`src/logic/riscv_defines.sv`:
```
// Word width, load and store type enums and byte offset width for the writeback path

package riscv_defines;

	//////////////////////////////////////////////////////////////////////
	// Datapath widths
	//////////////////////////////////////////////////////////////////////

	// Data and address word width
	localparam int WORD_WIDTH = 32;

	// Byte offset inside one word
	// Low address bits that pick the lane
	localparam int BYTE_OFS_WIDTH = 2;

	//////////////////////////////////////////////////////////////////////
	// Load types
	//////////////////////////////////////////////////////////////////////

	// Coded by the decode stage
	// Any nonzero value marks a load
	typedef enum logic [2:0] {
		LOAD_NONE = 3'd0,
		// Signed byte
		LOAD_LB   = 3'd1,
		// Signed halfword
		LOAD_LH   = 3'd2,
		// Full word
		LOAD_LW   = 3'd3,
		// Unsigned byte
		LOAD_LBU  = 3'd4,
		// Unsigned halfword
		LOAD_LHU  = 3'd5
	} load_type_e;

	//////////////////////////////////////////////////////////////////////
	// Store types
	//////////////////////////////////////////////////////////////////////

	// Any nonzero value marks a store
	typedef enum logic [1:0] {
		STORE_NONE = 2'd0,
		// Byte store, one lane
		STORE_SB   = 2'd1,
		// Halfword store, two lanes
		STORE_SH   = 2'd2,
		// Word store, all lanes
		STORE_SW   = 2'd3
	} store_type_e;

endpackage

```
`src/logic/lsu_store.sv`:
```
// Store formatter with byte enable decode and lane replicated write data

`timescale 1ns/1ps

module lsu_store (
	// Byte address of the store
	input  logic [riscv_defines::WORD_WIDTH-1:0] addr_i,
	// Raw store data from the register file
	input  logic [riscv_defines::WORD_WIDTH-1:0] wdata_i,
	input  riscv_defines::store_type_e           store_type_i,
	// Lane enables towards memory
	output logic [3:0]                           be_o,
	// Data with the value copied into every lane
	output logic [riscv_defines::WORD_WIDTH-1:0] wdata_o
);

	// Lane selected by the low address bits
	logic [riscv_defines::BYTE_OFS_WIDTH-1:0] byte_ofs;

	assign byte_ofs = addr_i[riscv_defines::BYTE_OFS_WIDTH-1:0];

	//////////////////////////////////////////////////////////////////////
	// Byte enables
	//////////////////////////////////////////////////////////////////////

	always_comb begin
		case (store_type_i)
			riscv_defines::STORE_SB: begin
				// One lane, picked by the offset
				be_o = 4'b0001 << byte_ofs;
			end
			riscv_defines::STORE_SH: begin
				// Upper or lower half, halfwords are even
				be_o = byte_ofs[1] ? 4'b1100 : 4'b0011;
			end
			riscv_defines::STORE_SW: begin
				be_o = 4'b1111;
			end
			default: begin
				// No store, nothing enabled
				be_o = 4'b0000;
			end
		endcase
	end

	//////////////////////////////////////////////////////////////////////
	// Lane replication
	//////////////////////////////////////////////////////////////////////

	// The enables decide which copy lands in memory
	always_comb begin
		case (store_type_i)
			riscv_defines::STORE_SB: begin
				wdata_o = {4{wdata_i[7:0]}};
			end
			riscv_defines::STORE_SH: begin
				wdata_o = {2{wdata_i[15:0]}};
			end
			default: begin
				// Word store, or don't care
				wdata_o = wdata_i;
			end
		endcase
	end

endmodule

```
`src/logic/lsu_load.sv`:
```
// Load extractor with lane select and sign or zero extension

`timescale 1ns/1ps

module lsu_load (
	// Whole word returned by memory
	input  logic [riscv_defines::WORD_WIDTH-1:0]     rdata_i,
	// Type and offset of the load being completed
	input  riscv_defines::load_type_e                load_type_i,
	input  logic [riscv_defines::BYTE_OFS_WIDTH-1:0] byte_ofs_i,
	// Extended value for the register file
	output logic [riscv_defines::WORD_WIDTH-1:0]     load_data_o
);

	// Selected lane values before extension
	logic [7:0]  load_byte;
	logic [15:0] load_half;

	//////////////////////////////////////////////////////////////////////
	// Lane select
	//////////////////////////////////////////////////////////////////////

	always_comb begin
		case (byte_ofs_i)
			2'd0: begin
				load_byte = rdata_i[7:0];
			end
			2'd1: begin
				load_byte = rdata_i[15:8];
			end
			2'd2: begin
				load_byte = rdata_i[23:16];
			end
			default: begin
				load_byte = rdata_i[31:24];
			end
		endcase
	end

	// Halfwords are even, so only bit 1 matters
	assign load_half = byte_ofs_i[1] ? rdata_i[31:16] : rdata_i[15:0];

	//////////////////////////////////////////////////////////////////////
	// Extension
	//////////////////////////////////////////////////////////////////////

	always_comb begin
		case (load_type_i)
			riscv_defines::LOAD_LB: begin
				// Copy the byte's top bit upwards
				load_data_o = {{(riscv_defines::WORD_WIDTH-8){load_byte[7]}}, load_byte};
			end
			riscv_defines::LOAD_LH: begin
				load_data_o = {{(riscv_defines::WORD_WIDTH-16){load_half[15]}}, load_half};
			end
			riscv_defines::LOAD_LBU: begin
				// Zero fill
				load_data_o = {{(riscv_defines::WORD_WIDTH-8){1'b0}}, load_byte};
			end
			riscv_defines::LOAD_LHU: begin
				load_data_o = {{(riscv_defines::WORD_WIDTH-16){1'b0}}, load_half};
			end
			default: begin
				// LW passes the word untouched
				load_data_o = rdata_i;
			end
		endcase
	end

endmodule

```
`src/logic/wb_stage.sv`:
```
// Writeback stage with memory request tracking, both LSU halves and write data select

`timescale 1ns/1ps

module wb_stage (
	input  logic                                 clk,
	input  logic                                 rst_i,

	// Data memory port
	output logic                                 data_req_o,
	output logic [riscv_defines::WORD_WIDTH-1:0] data_addr_o,
	output logic                                 data_we_o,
	output logic [3:0]                           data_be_o,
	output logic [riscv_defines::WORD_WIDTH-1:0] data_wdata_o,
	input  logic [riscv_defines::WORD_WIDTH-1:0] data_rdata_i,
	input  logic                                 data_rvalid_i,
	input  logic                                 data_gnt_i,

	// Datapath
	input  logic [riscv_defines::WORD_WIDTH-1:0] wb_data_i,
	input  logic [riscv_defines::WORD_WIDTH-1:0] store_data_i,
	output logic [riscv_defines::WORD_WIDTH-1:0] reg_wdata_o,

	// Control
	input  riscv_defines::load_type_e            load_type_i,
	input  riscv_defines::store_type_e           store_type_i,
	output logic                                 load_flag_o,
	output logic                                 load_done_o
);

	logic                                     load_flag;
	logic                                     store_flag;
	logic                                     load_grant;
	// Load waiting for its rvalid
	logic                                     load_pend;
	riscv_defines::load_type_e                pend_type;
	logic [riscv_defines::BYTE_OFS_WIDTH-1:0] pend_ofs;
	logic [riscv_defines::WORD_WIDTH-1:0]     load_data;

	assign load_flag  = (load_type_i != riscv_defines::LOAD_NONE);
	assign store_flag = (store_type_i != riscv_defines::STORE_NONE);

	//////////////////////////////////////////////////////////////////////
	// Memory request
	//////////////////////////////////////////////////////////////////////

	// Held by the core until granted
	assign data_req_o  = load_flag | store_flag;
	assign data_we_o   = store_flag;
	// Word aligned byte address
	assign data_addr_o = {wb_data_i[riscv_defines::WORD_WIDTH-1:riscv_defines::BYTE_OFS_WIDTH],
		{riscv_defines::BYTE_OFS_WIDTH{1'b0}}};

	lsu_store u_lsu_store (
		.addr_i       (wb_data_i),
		.wdata_i      (store_data_i),
		.store_type_i (store_type_i),
		.be_o         (data_be_o),
		.wdata_o      (data_wdata_o)
	);

	//////////////////////////////////////////////////////////////////////
	// Load tracking
	//////////////////////////////////////////////////////////////////////

	assign load_grant = data_req_o & data_gnt_i & load_flag & ~store_flag;

	always_ff @(posedge clk) begin
		if (rst_i) begin
			load_pend <= 1'b0;
		end else if (load_grant) begin
			load_pend <= 1'b1;
		end else if (data_rvalid_i) begin
			load_pend <= 1'b0;
		end
	end

	// Type and offset of the granted load
	always_ff @(posedge clk) begin
		if (load_grant) begin
			pend_type <= load_type_i;
			pend_ofs  <= wb_data_i[riscv_defines::BYTE_OFS_WIDTH-1:0];
		end
	end

	lsu_load u_lsu_load (
		.rdata_i     (data_rdata_i),
		.load_type_i (pend_type),
		.byte_ofs_i  (pend_ofs),
		.load_data_o (load_data)
	);

	//////////////////////////////////////////////////////////////////////
	// Register write data
	//////////////////////////////////////////////////////////////////////

	assign load_done_o = data_rvalid_i & load_pend;
	assign reg_wdata_o = load_done_o ? load_data : wb_data_i;
	assign load_flag_o = load_flag;

endmodule

```
`config.mk`:
```
export PLATFORM = sky130hd
export DESIGN_NAME = wb_stage
export DESIGN_NICKNAME = d
export VERILOG_FILES = /design/src/logic/riscv_defines.sv /design/src/logic/lsu_store.sv /design/src/logic/lsu_load.sv /design/src/logic/wb_stage.sv
export SDC_FILE = /design/constraint.sdc
export NUM_CORES = 1
export LEC_CHECK = 0
export BUFFER_PORTS_ARGS = -buffer_cell sky130_fd_sc_hd__buf_4
export CORE_ASPECT_RATIO = 1.1
export CORE_MARGIN = 2
export CORE_UTILIZATION = 32
export DETAILED_ROUTE_END_ITERATION = 8
export HOLD_SLACK_MARGIN = 0.15
export PLACE_DENSITY_LB_ADDON = 0.3
export SYNTH_ARGS = -nofsm -noshare
export SYNTH_HDL_FRONTEND = slang
export SYNTH_SLANG_ARGS = --single-unit
```
`constraint.sdc`:
```
create_clock -name clk -period 1.91 [get_ports clk]
set_clock_uncertainty 0.05 [all_clocks]
set_input_delay 0.382 -clock clk [delete_from_list [all_inputs] [get_ports clk]]
set_output_delay 0.382 -clock clk [all_outputs]
set_load 0.02 [all_outputs]
```
[Word level (Yosys, flattened, before mapping)]
Cells that the tools add are included.
Word-level totals
  word-level logic and storage cells: 32
  register bits: 6
Operators by class
  muxes and demuxes: 9
  shift-type cells: 1
  reduce and logical (&&, ||, !) cells: 4
  equal/unequal tests: 9
  bitwise operators: 6
Operators with widths (count)
  case mux 32 bit (4 select lines): 1
  case mux 32 bit (2 select lines): 1
  two-way mux 32 bit: 1
  case mux 8 bit (3 select lines): 1
  two-way mux 16 bit: 1
  case mux 4 bit (3 select lines): 1
  equality test 2 bit, second input constant: 3
  equality test 3 bit, second input constant: 2
  bitwise AND 1 bit: 4
  equality test 2 x 1 -> 1 bit, second input constant: 2
  two-way mux 4 bit: 1
  nonzero test 2 bit: 2
  << shifter 1 x 2 -> 4 bit, first input constant: 1
  equality test 3 x 1 -> 1 bit, second input constant: 1
  equality test 3 x 2 -> 1 bit, second input constant: 1
  nonzero test 3 bit: 1
  zero test 2 bit: 1
  two-way mux 1 bit: 2
  NOT 1 bit: 1
  OR 1 bit: 1

[Depth between registers and ports, before layout]
Gate-level depths: netlist of run 1.
  depth after elaboration: 6
  mapped depth: 7

[Cells and area by module]
Synthesis of run 1 repeated with hierarchy kept, for this count alone.
Second synthesis, totals
  cells, all modules: 342
  area, all modules: 2693.8 um^2
By module, submodules not included
  lsu_load: area each 1138.6 um^2, sequential area each 0.0 um^2, times used 1, cells an instance 163
  wb_stage: area each 979.7 um^2, sequential area each 170.2 um^2, times used 1, cells an instance 84
  lsu_store: area each 575.6 um^2, sequential area each 0.0 um^2, times used 1, cells an instance 95

[Worst setup path before layout of run 1]
OpenSTA, ideal clock, no wires.
  path kind: register to output
  from: register pend_type[0]
  to: output reg_wdata_o[0] (netlist bit)
  data arrival time: 1.834 ns
  required time: 1.478 ns
  slack: -0.356 ns
  cell stages (with the launch flop): 6
  cells stage by stage: edfxtp_1 -> buf_2 -> and3b_1 -> o311ai_1 -> o22ai_1 -> a21oi_1
On the way
  cells in the longest elaborated chain, start to end: 3
Ends and longest elaborated chain
  start, declared: line wb_stage.sv:36  | riscv_defines::load_type_e pend_type;
  start signal, assigned: line wb_stage.sv:81  | pend_type <= load_type_i;
  equality test 3 bit, or another cell as far along: line lsu_load.sv:48  | case (load_type_i)
  case mux 32 bit (4 select lines) (*): line lsu_load.sv:48
  two-way mux 32 bit (*): line wb_stage.sv:98  | assign reg_wdata_o = load_done_o ? load_data : wb_data_i;
  end, declared: line wb_stage.sv:22  | output logic [riscv_defines::WORD_WIDTH-1:0] reg_wdata_o,
Mark *: on every way between the ends. The rest lies on a longest branch, timed or not.

[Worst setup path in the final report of run 1]
  from: register pend_ofs[1] (netlist bit)
  to: output reg_wdata_o[19] (netlist bit)
On the way
  cells in the longest elaborated chain, start to end: 4
Ends and longest elaborated chain
  start, declared: line wb_stage.sv:37  | logic [riscv_defines::BYTE_OFS_WIDTH-1:0] pend_ofs;
  start signal, assigned: line wb_stage.sv:82  | pend_ofs <= wb_data_i[riscv_defines::BYTE_OFS_WIDTH-1:0];
  equality test 2 bit, or another cell as far along: line lsu_load.sv:24  | case (byte_ofs_i)
  case mux 8 bit (3 select lines): line lsu_load.sv:24
  case mux 32 bit (4 select lines) (*): line lsu_load.sv:48
  two-way mux 32 bit (*): line wb_stage.sv:98
Marks and branches as above.

==> impl_metrics.csv, run 1 <==
group,metric,value,unit
clock_tree,cts_hold_buf,0,
setup_path,worstSetupPathType,"flip-flop to output port",
die,initial_core_util,0.334,
clock_tree,cts_made_buffers,3,
global_route,busiest_layer,"met2",
yosys,synth.distinct_cells,44,
setup_path,reg2reg_depth,2,
placement,place_ws,-0.413,ns
yosys,synth_ff_type,"edfxtp_1",
die,dieArea,6700,sq um
drt,dr.first_iter.drc_count,125,
global_route,grt_pass1_wl,14000,microns
global_route,antenna_found_initial,0,
setup_path,r2r_start,"load_pend",
finish,antennaDiodeCount,0,
clock_tree,cts_tree,"built",
clock_tree,htreeDepth,1,
clock_tree,clock-root-buffer,"clkbuf_8",
pwr,ir_worst_vdd,0.280,mV
drt,firstDrtPassIters,4,
yosys,synth_top_family_by_area,"compound AO/OA/AOI/OAI gates",
pwr,p_seq_frac,0.099,
drt,avgViaCountPerCell,5.21,
run,max-cap-violations,0,
placement,numPortBuffers,206,
global_route,grt_pass1_vias,2989,
global_route,grt_max_degree,25,
setup_path,rr_endpoint,"load_pend",
yosys,netlist_top_cells_area,"buf_4 15%, nand3_1 9.3%, edfxtp_1 7.7%",
drt,drc,0,
finish,drive_gt1_frac,0.658,
min_path,min_to,"load_pend",
yosys,synth_top_cell_area_share,0.155,
setup_path,cp.required,1.48,ns
pwr,p_int,893,uW
die,io_pins,209,
yosys,yosysSeqAreaShare,0.0877,
yosys,synthMuxAreaShare,0.0529,
yosys,synth-seq-cells,6,
yosys,synth_compound_area_frac,0.335,
drt,wl,9330,microns
yosys,synthCells,303,
global_route,gr-usage-met3,0.0695,
clock_tree,clk_pin_slew,0.04,ns
yosys,synthAdderAreaFrac,0.0258,
sta,final-max-slew-violation-count,0,
yosys,yosys.area_share.simple,0.246,
pwr,p_total,1560,uW
drt,wl_per_cell,16.2,microns
min_path,holdCritStartpoint,"rst_i",
setup_path,startpoint_type,"flip-flop",
run_status,outcome,"finished with violations",
yosys,synthXorXnorAreaFrac,0.0135,
finish,fin_nets,610,
drt,vias,3006,
finish,syn_to_final_growth,120,%
die,core_area,5810,sq um
drt,drtAntennaViolNets,0,
yosys,synth_edf_count,5,
placement,finalWeightedCongestion,0.804,
sta,setup_violations,32,
sta,rsz0062_at_grt,"true",
pwr,p_comb_frac,0.768,
global_route,gr-usage-all-layers,0.254,
pwr,clock_power_share,0.133,
yosys,async_flop_share,0,
pwr,switchingPower,666,uW
yosys,yosysWarningCount,0,
clock_tree,cts_sinks,6,
sta,fin_crit_sh,1.27,
yosys,yosys.area.top_type,"buf_4",
global_route,grtUsageMet1,0.257,
setup_path,worstSetupEndpointType,"output port",
pwr,power_leakage,0.00213,uW
die,die_x,78.3,microns
pwr,p_sw_frac,0.427,
yosys,syn_area,1940,sq um
setup_path,arrival,1.99,ns
global_route,overflow,0,
run_status,violations,"setup timing",
setup_path,ff2ff_setup_slack,1.22,ns
sta,fin_crit,2.42,ns
clock_tree,clockBufferDepth,2,
global_route,met2_usage,0.511,
yosys,synth_area_per_cell,6.40,sq um
setup_path,crit_fanout,6,
pwr,powerDensity,366,nW/um^2
sta,clock.fmax,0.413,GHz
placement,dp_hpwl,7260,microns
die,die_h,85.7,microns
min_path,worstHoldPathCells,2,
sta,setup_ws,-0.512,ns
die,rows,29,
min_path,hp-class,"input port to flip-flop",
clock_tree,clk_latency,0.23,ns
sta,hold_viol_final,0,
[through the flow]
| stage | util | cell area (sq um) | cells | TNS [ns] | hold slack [ns] |
|---|---|---|---|---|---|
| 6_report | 0.734 | 4260 | 577 | -15.09 | 0.272 |
| 5_1_grt | 0.734 | 4260 | 577 | -17.77 | 0.278 |
| 4_1_cts | 0.699 | 4060 | 571 | -15.18 | 0.273 |
| 3_5_place_dp | 0.652 | 3780 | 561 | -11.90 | 0.508 |
| 3_3_place_gp | 0.652 | 3780 | 561 | -10.68 | 0.420 |
| 2_1_floorplan | - | 2250 | 304 | -4.30 | 0.404 |
[power by group through the flow]
stage / Clock, uW / Combinational (uW) / Sequential (uW)
2_1_floorplan: 0 / 611 / 153
3_3_place_gp: 0 / 1070 / 156
3_5_place_dp: 0 / 1090 / 156
4_1_cts: 208 / 1140 / 154
5_1_grt: 217 / 1270 / 156
6_report: 207 / 1200 / 155
[synth_stat cells (2+ instances only)]
master / count
a21oi_1: 22
buf_4: 40
edfxtp_1: 5
clkbuf_1: 13
buf_2: 4
nand2b_1: 4
o21a_1: 10
o22ai_1: 16
a22o_1: 8
nor2_1: 21
ha_1: 4
o21ai_0: 26
buf_6: 2
a22oi_1: 8
nand3_1: 36
inv_1: 16
xnor2_1: 2
nand2_1: 33
mux2i_1: 8
[timing repair]
action | 4_1_cts | 5_1_grt
resized for setup | 39 | 31
setup buffers | 5 | 6
gates cloned | 1 | 1
pin swaps | 2 | 5
endpoints found under the setup margin | 52 | 50
[kinds of logic (layout without fill, tap and decap cells)]
group | after synthesis | count (layout)
buf+inv | 77 | 273
other cells | 1 | 2
simple gates | 103 | 103
compound gates | 100 | 100
flops | 6 | 6
xor+xnor | 3 | 3
fa+ha+maj | 4 | 4
mux | 9 | 9
[worst max-delay path: stages (launching register included)]
cell	delay [ns]
edfxtp_1	0.36
mux4_2	0.53
and3_4	0.20
o211ai_4	0.18
buf_12	0.15
buf_12	0.14
nand3_2	0.07
buf_6	0.13
[worst max-delay path by stage]
stage                      startpoint         endpoint  slack (ns)  depth (start not counted)
after global placement    pend_ofs[1]   reg_wdata_o[0]       -0.38                          6
after CTS                 pend_ofs[1]  reg_wdata_o[19]       -0.52                          7
after detailed placement  pend_ofs[1]   reg_wdata_o[0]       -0.41                          6
after floorplan           pend_ofs[1]  reg_wdata_o[20]       -0.21                          6
final                     pend_ofs[1]  reg_wdata_o[19]       -0.51                          7
after global routing      pend_ofs[1]  reg_wdata_o[27]       -0.59                          7
[metal layers]
layer | wire, microns | up-vias
met3 | 894 | 19
met1 | 3180 | 1399
li1 | - | 1433
met5 | 0 | -
met4 | 203 | 0
met2 | 5050 | 155
[state kept, by name, indices dropped and copies added (netlist names)]
name	cells
pend_type	3
pend_ofs	2
load_pend	1
[placed cells by master (no fill, tap or decap), drive strengths merged, types with 5 or more instances in the layout]
cell	netlist	routed
edfxtp	5	5
o22ai	16	16
a22oi	8	8
a21oi	22	22
mux2i	8	8
nor2	21	21
inv	16	16
o21a	10	10
o21ai	26	26
nand3	36	36
clkbuf	13	5
buf	47	251
a22o	8	8
nand2	33	33
[area by class of cell]
class	count	area [sq um]
repair buffers	252	2110
multi-input cells	221	1780
fillers	467	1540
flip-flops and latches	6	170
well taps	77	96.3
inverters	17	66.3
clock buffers	4	45.0
Power figures use the tool's default switching activity.
==> run 2: changes to the inputs <==
Settings changed: CORE_UTILIZATION 32 to 37, SYNTH_HIERARCHICAL set to 1.
==> run 2 against run 1 <==
Maximum frequency shrank 12%. Global-route usage fell by 0.41 points. Register-to-register slack worse by 0.11 ns. The flow still finishes with violations (setup timing). Count of clock-buffer cells in the layout is the same. Clock power about the same. Sequential power barely moved. Synthesized cell count up 13%. Combinational power is 12% higher.
==> impl_metrics.csv, run 2 <==
group,metric,value,unit
run_status,outcome,"finished with violations",
run_status,violations,"setup timing",
finish,top_register,"pend_type",
clock_tree,cts_sinks,6,
setup_path,arrival,2.31,ns
sta,setup_violations,33,
setup_path,startpoint_type,"flip-flop",
drt,firstDrtPassIters,5,
yosys,synth_top_cell_area_share,0.162,
min_path,hp-class,"input port to flip-flop",
yosys,yosysSeqAreaShare,0.0632,
yosys,synth.distinct_cells,45,
yosys,synth_area_per_cell,7.88,sq um
finish,regArea,170,sq um
drt,wl,11000,microns
pwr,power_leakage,0.00251,uW
clock_tree,cts_made_buffers,3,
global_route,antenna_found_initial,0,
drt,dr.first_iter.drc_count,183,
finish,syn_to_final_growth,77.1,%
sta,fin_crit_sh,1.43,
global_route,grt_max_degree,25,
yosys,netlist_top_cells_area,"mux2_4 16%, buf_4 11%, a221o_1 9.3%",
pwr,p_total,1700,uW
pwr,powerDensity,356,nW/um^2
die,die_h,93.5,microns
setup_path,critical_path.top_delay_family,"multiplexers",
die,dieArea,7980,sq um
placement,dp_hpwl,8830,microns
die,rows,32,
sta,slew_headroom,0.534,
clock_tree,clk_pin_slew,0.04,ns
yosys,async_flop_share,0,
run,max-cap-violations,0,
drt,avgViaCountPerCell,5.51,
global_route,grt_pass1_vias,3378,
finish,multi_input_area,2090,sq um
finish,fin_nets,665,
finish,antennaDiodeCount,0,
finish,largest_register_ffs,3,
global_route,gr-usage-all-layers,0.250,
setup_path,cp.required,1.48,ns
yosys,synth_edf_count,5,
finish,mostFrequentLayoutCells,"249 x buf_4, 32 x mux2_4, 31 x inv_1",
setup_path,path_buf_inv,1,
sta,final-max-slew-violation-count,0,
drt,wl_per_cell,17.3,microns
sta,final.setup.tns,-24.91,ns
clock_tree,clk_latency,0.22,ns
finish,drive_gt1_frac,0.641,
die,io_pins,209,
clock_tree,cts_tree,"built",
finish,biggestRegsByFlops,"pend_type: 3 flops, pend_ofs: 2 flops, load_pend: 1 flops",
die,core_area,7050,sq um
finish,nFillCells,579,
finish,final_common_cell,"buf_4",
sta,setup_ws,-0.829,ns
setup_path,crit_fanout,24,
clock_tree,clockBufferDepth,2,
drt,drc,0,
yosys,synthCells,342,
sta,hold_viol_final,0,
setup_path,worstSetupPathType,"flip-flop to output port",
setup_path,worstSetupEndpointType,"output port",
setup_path,slowest_delay,0.61,ns
clock_tree,clock-root-buffer,"clkbuf_8",
yosys,synth_ff_type,"edfxtp_1",
global_route,overflow,0,
sta,rsz0062_at_grt,"true",
sta,clock.fmax,0.365,GHz
clock_tree,htreeDepth,1,
drt,vias,3521,
yosys,yosys.area.top_type,"mux2_4",
yosys,syn_area,2690,sq um
sta,tightest_slew,0.698,ns
pwr,ir_worst_vdd,0.294,mV
yosys,synth-seq-cells,6,
global_route,grt_pass1_wl,16200,microns
setup_path,crit_path_top_delay_cell,"mux4_2",
die,die_x,85.4,microns
yosys,yosysWarningCount,6,
sta,fin_crit,2.74,ns
placement,finalWeightedCongestion,0.848,
die,initial_core_util,0.382,
placement,numPortBuffers,206,
yosys,synthTopCellsByCount,"40 x buf_4, 33 x inv_1, 29 x mux2_4, 27 x nand2_1, 25 x a221o_1",
drt,drtAntennaViolNets,0,
setup_path,crit_chain,"mux4_2 > nand2_8 > o21ai_1 > a221o_1 > mux2_4 > buf_4",
yosys,yosysMostFrequentCell,"buf_4",
==> run 2: changes by cell type after synthesis, moves of 7 or more <==
cell	before	now
inv_1	16	33
buf_2	4	14
o21ai_1	0	13
nand3_1	36	0
clkbuf_1	13	6
o21ai_0	26	12
nor2_1	21	13
mux2_4	0	29
o22ai_1	16	8
a221o_1	0	25
o21a_1	10	1
mux4_2	1	8
==> run 2: logic make-up (layout without fill, tap and decap cells) <==
family | Yosys count | count (layout) | share of synthesized area
adder cells (fa/ha/maj) | 5 | 5 | 0.0232
AO/OA/AOI/OAI | 115 | 115 | 0.304
buffers and inverters | 103 | 314 | 0.228
flip-flops | 6 | 6 | 0.0632
multiplexers | 42 | 42 | 0.248
AND/OR/NAND/NOR | 69 | 69 | 0.129
XOR/XNOR | 1 | 1 | 0.00325
other | 1 | 2 | 0.00139
==> run 2: per-layer routing <==
layer / vias to the layer above / track usage / wire length, microns
li1: 1653 / - / -
met3: 21 / 0.0565 / 1090
met4: 0 / 0.0913 / 295
met1: 1647 / 0.248 / 3640
met2: 200 / 0.497 / 6000
met5: - / 0 / 0
==> run 2: worst paths after layout <==
path | startpoint | end | slack [ns] | depth (start not counted)
hold reg to reg | load_pend | load_pend | 0.63 | 2
setup reg to reg | load_pend | load_pend | 1.11 | 2
setup / recovery | pend_ofs[0] | reg_wdata_o[18] | -0.83 | 6
hold / removal | load_type_i[1] | pend_type[1] | 0.29 | 1
==> run 2: stage by stage <==
| step | std cells | instance area [sq um] | util | setup slack [ns] | hold slack [ns] |
|---|---|---|---|---|---|
| finish | 639 | 4770 | 0.677 | -0.829 | 0.294 |
| detailed placement | 624 | 4410 | 0.626 | -0.608 | 0.524 |
| CTS | 631 | 4620 | 0.656 | -0.833 | 0.292 |
| global route | 639 | 4770 | 0.677 | -0.907 | 0.288 |
| global placement | 624 | 4410 | 0.626 | -0.594 | 0.521 |
| floorplan | 343 | 2750 | - | -0.373 | 0.431 |
==> run 2: worst reg2reg max path, delay by kind of cell (launching register included) <==
kind	cells	cell delay (ns)
compound gates	1	0.19
flops	1	0.31
simple gates	1	0.14
==> run 2: timing repair <==
item,in CTS,in global routing
resized for setup,32,24
buffers inserted,3,7
gates cloned,0,1
hold buffers,0,0
pin swaps,6,8
setup endpoints to repair,46,58
==> run 2: cell type report <==
| class | instances | share of cell area |
|---|---|---|
| inverters | 34 | 0.0273 |
| clock buffers | 4 | 0.00944 |
| multi-input cells | 234 | 0.439 |
| flip-flops and latches | 6 | 0.0357 |
| repair buffers | 276 | 0.467 |
| well taps | 85 | 0.0223 |
==> run 2: report_power, final <==
part	total, uW	switching, uW	internal (uW)
Clock	206	62.1	144
Sequential	158	9.01	149
Combinational	1340	642	694
Total	1700	713	987
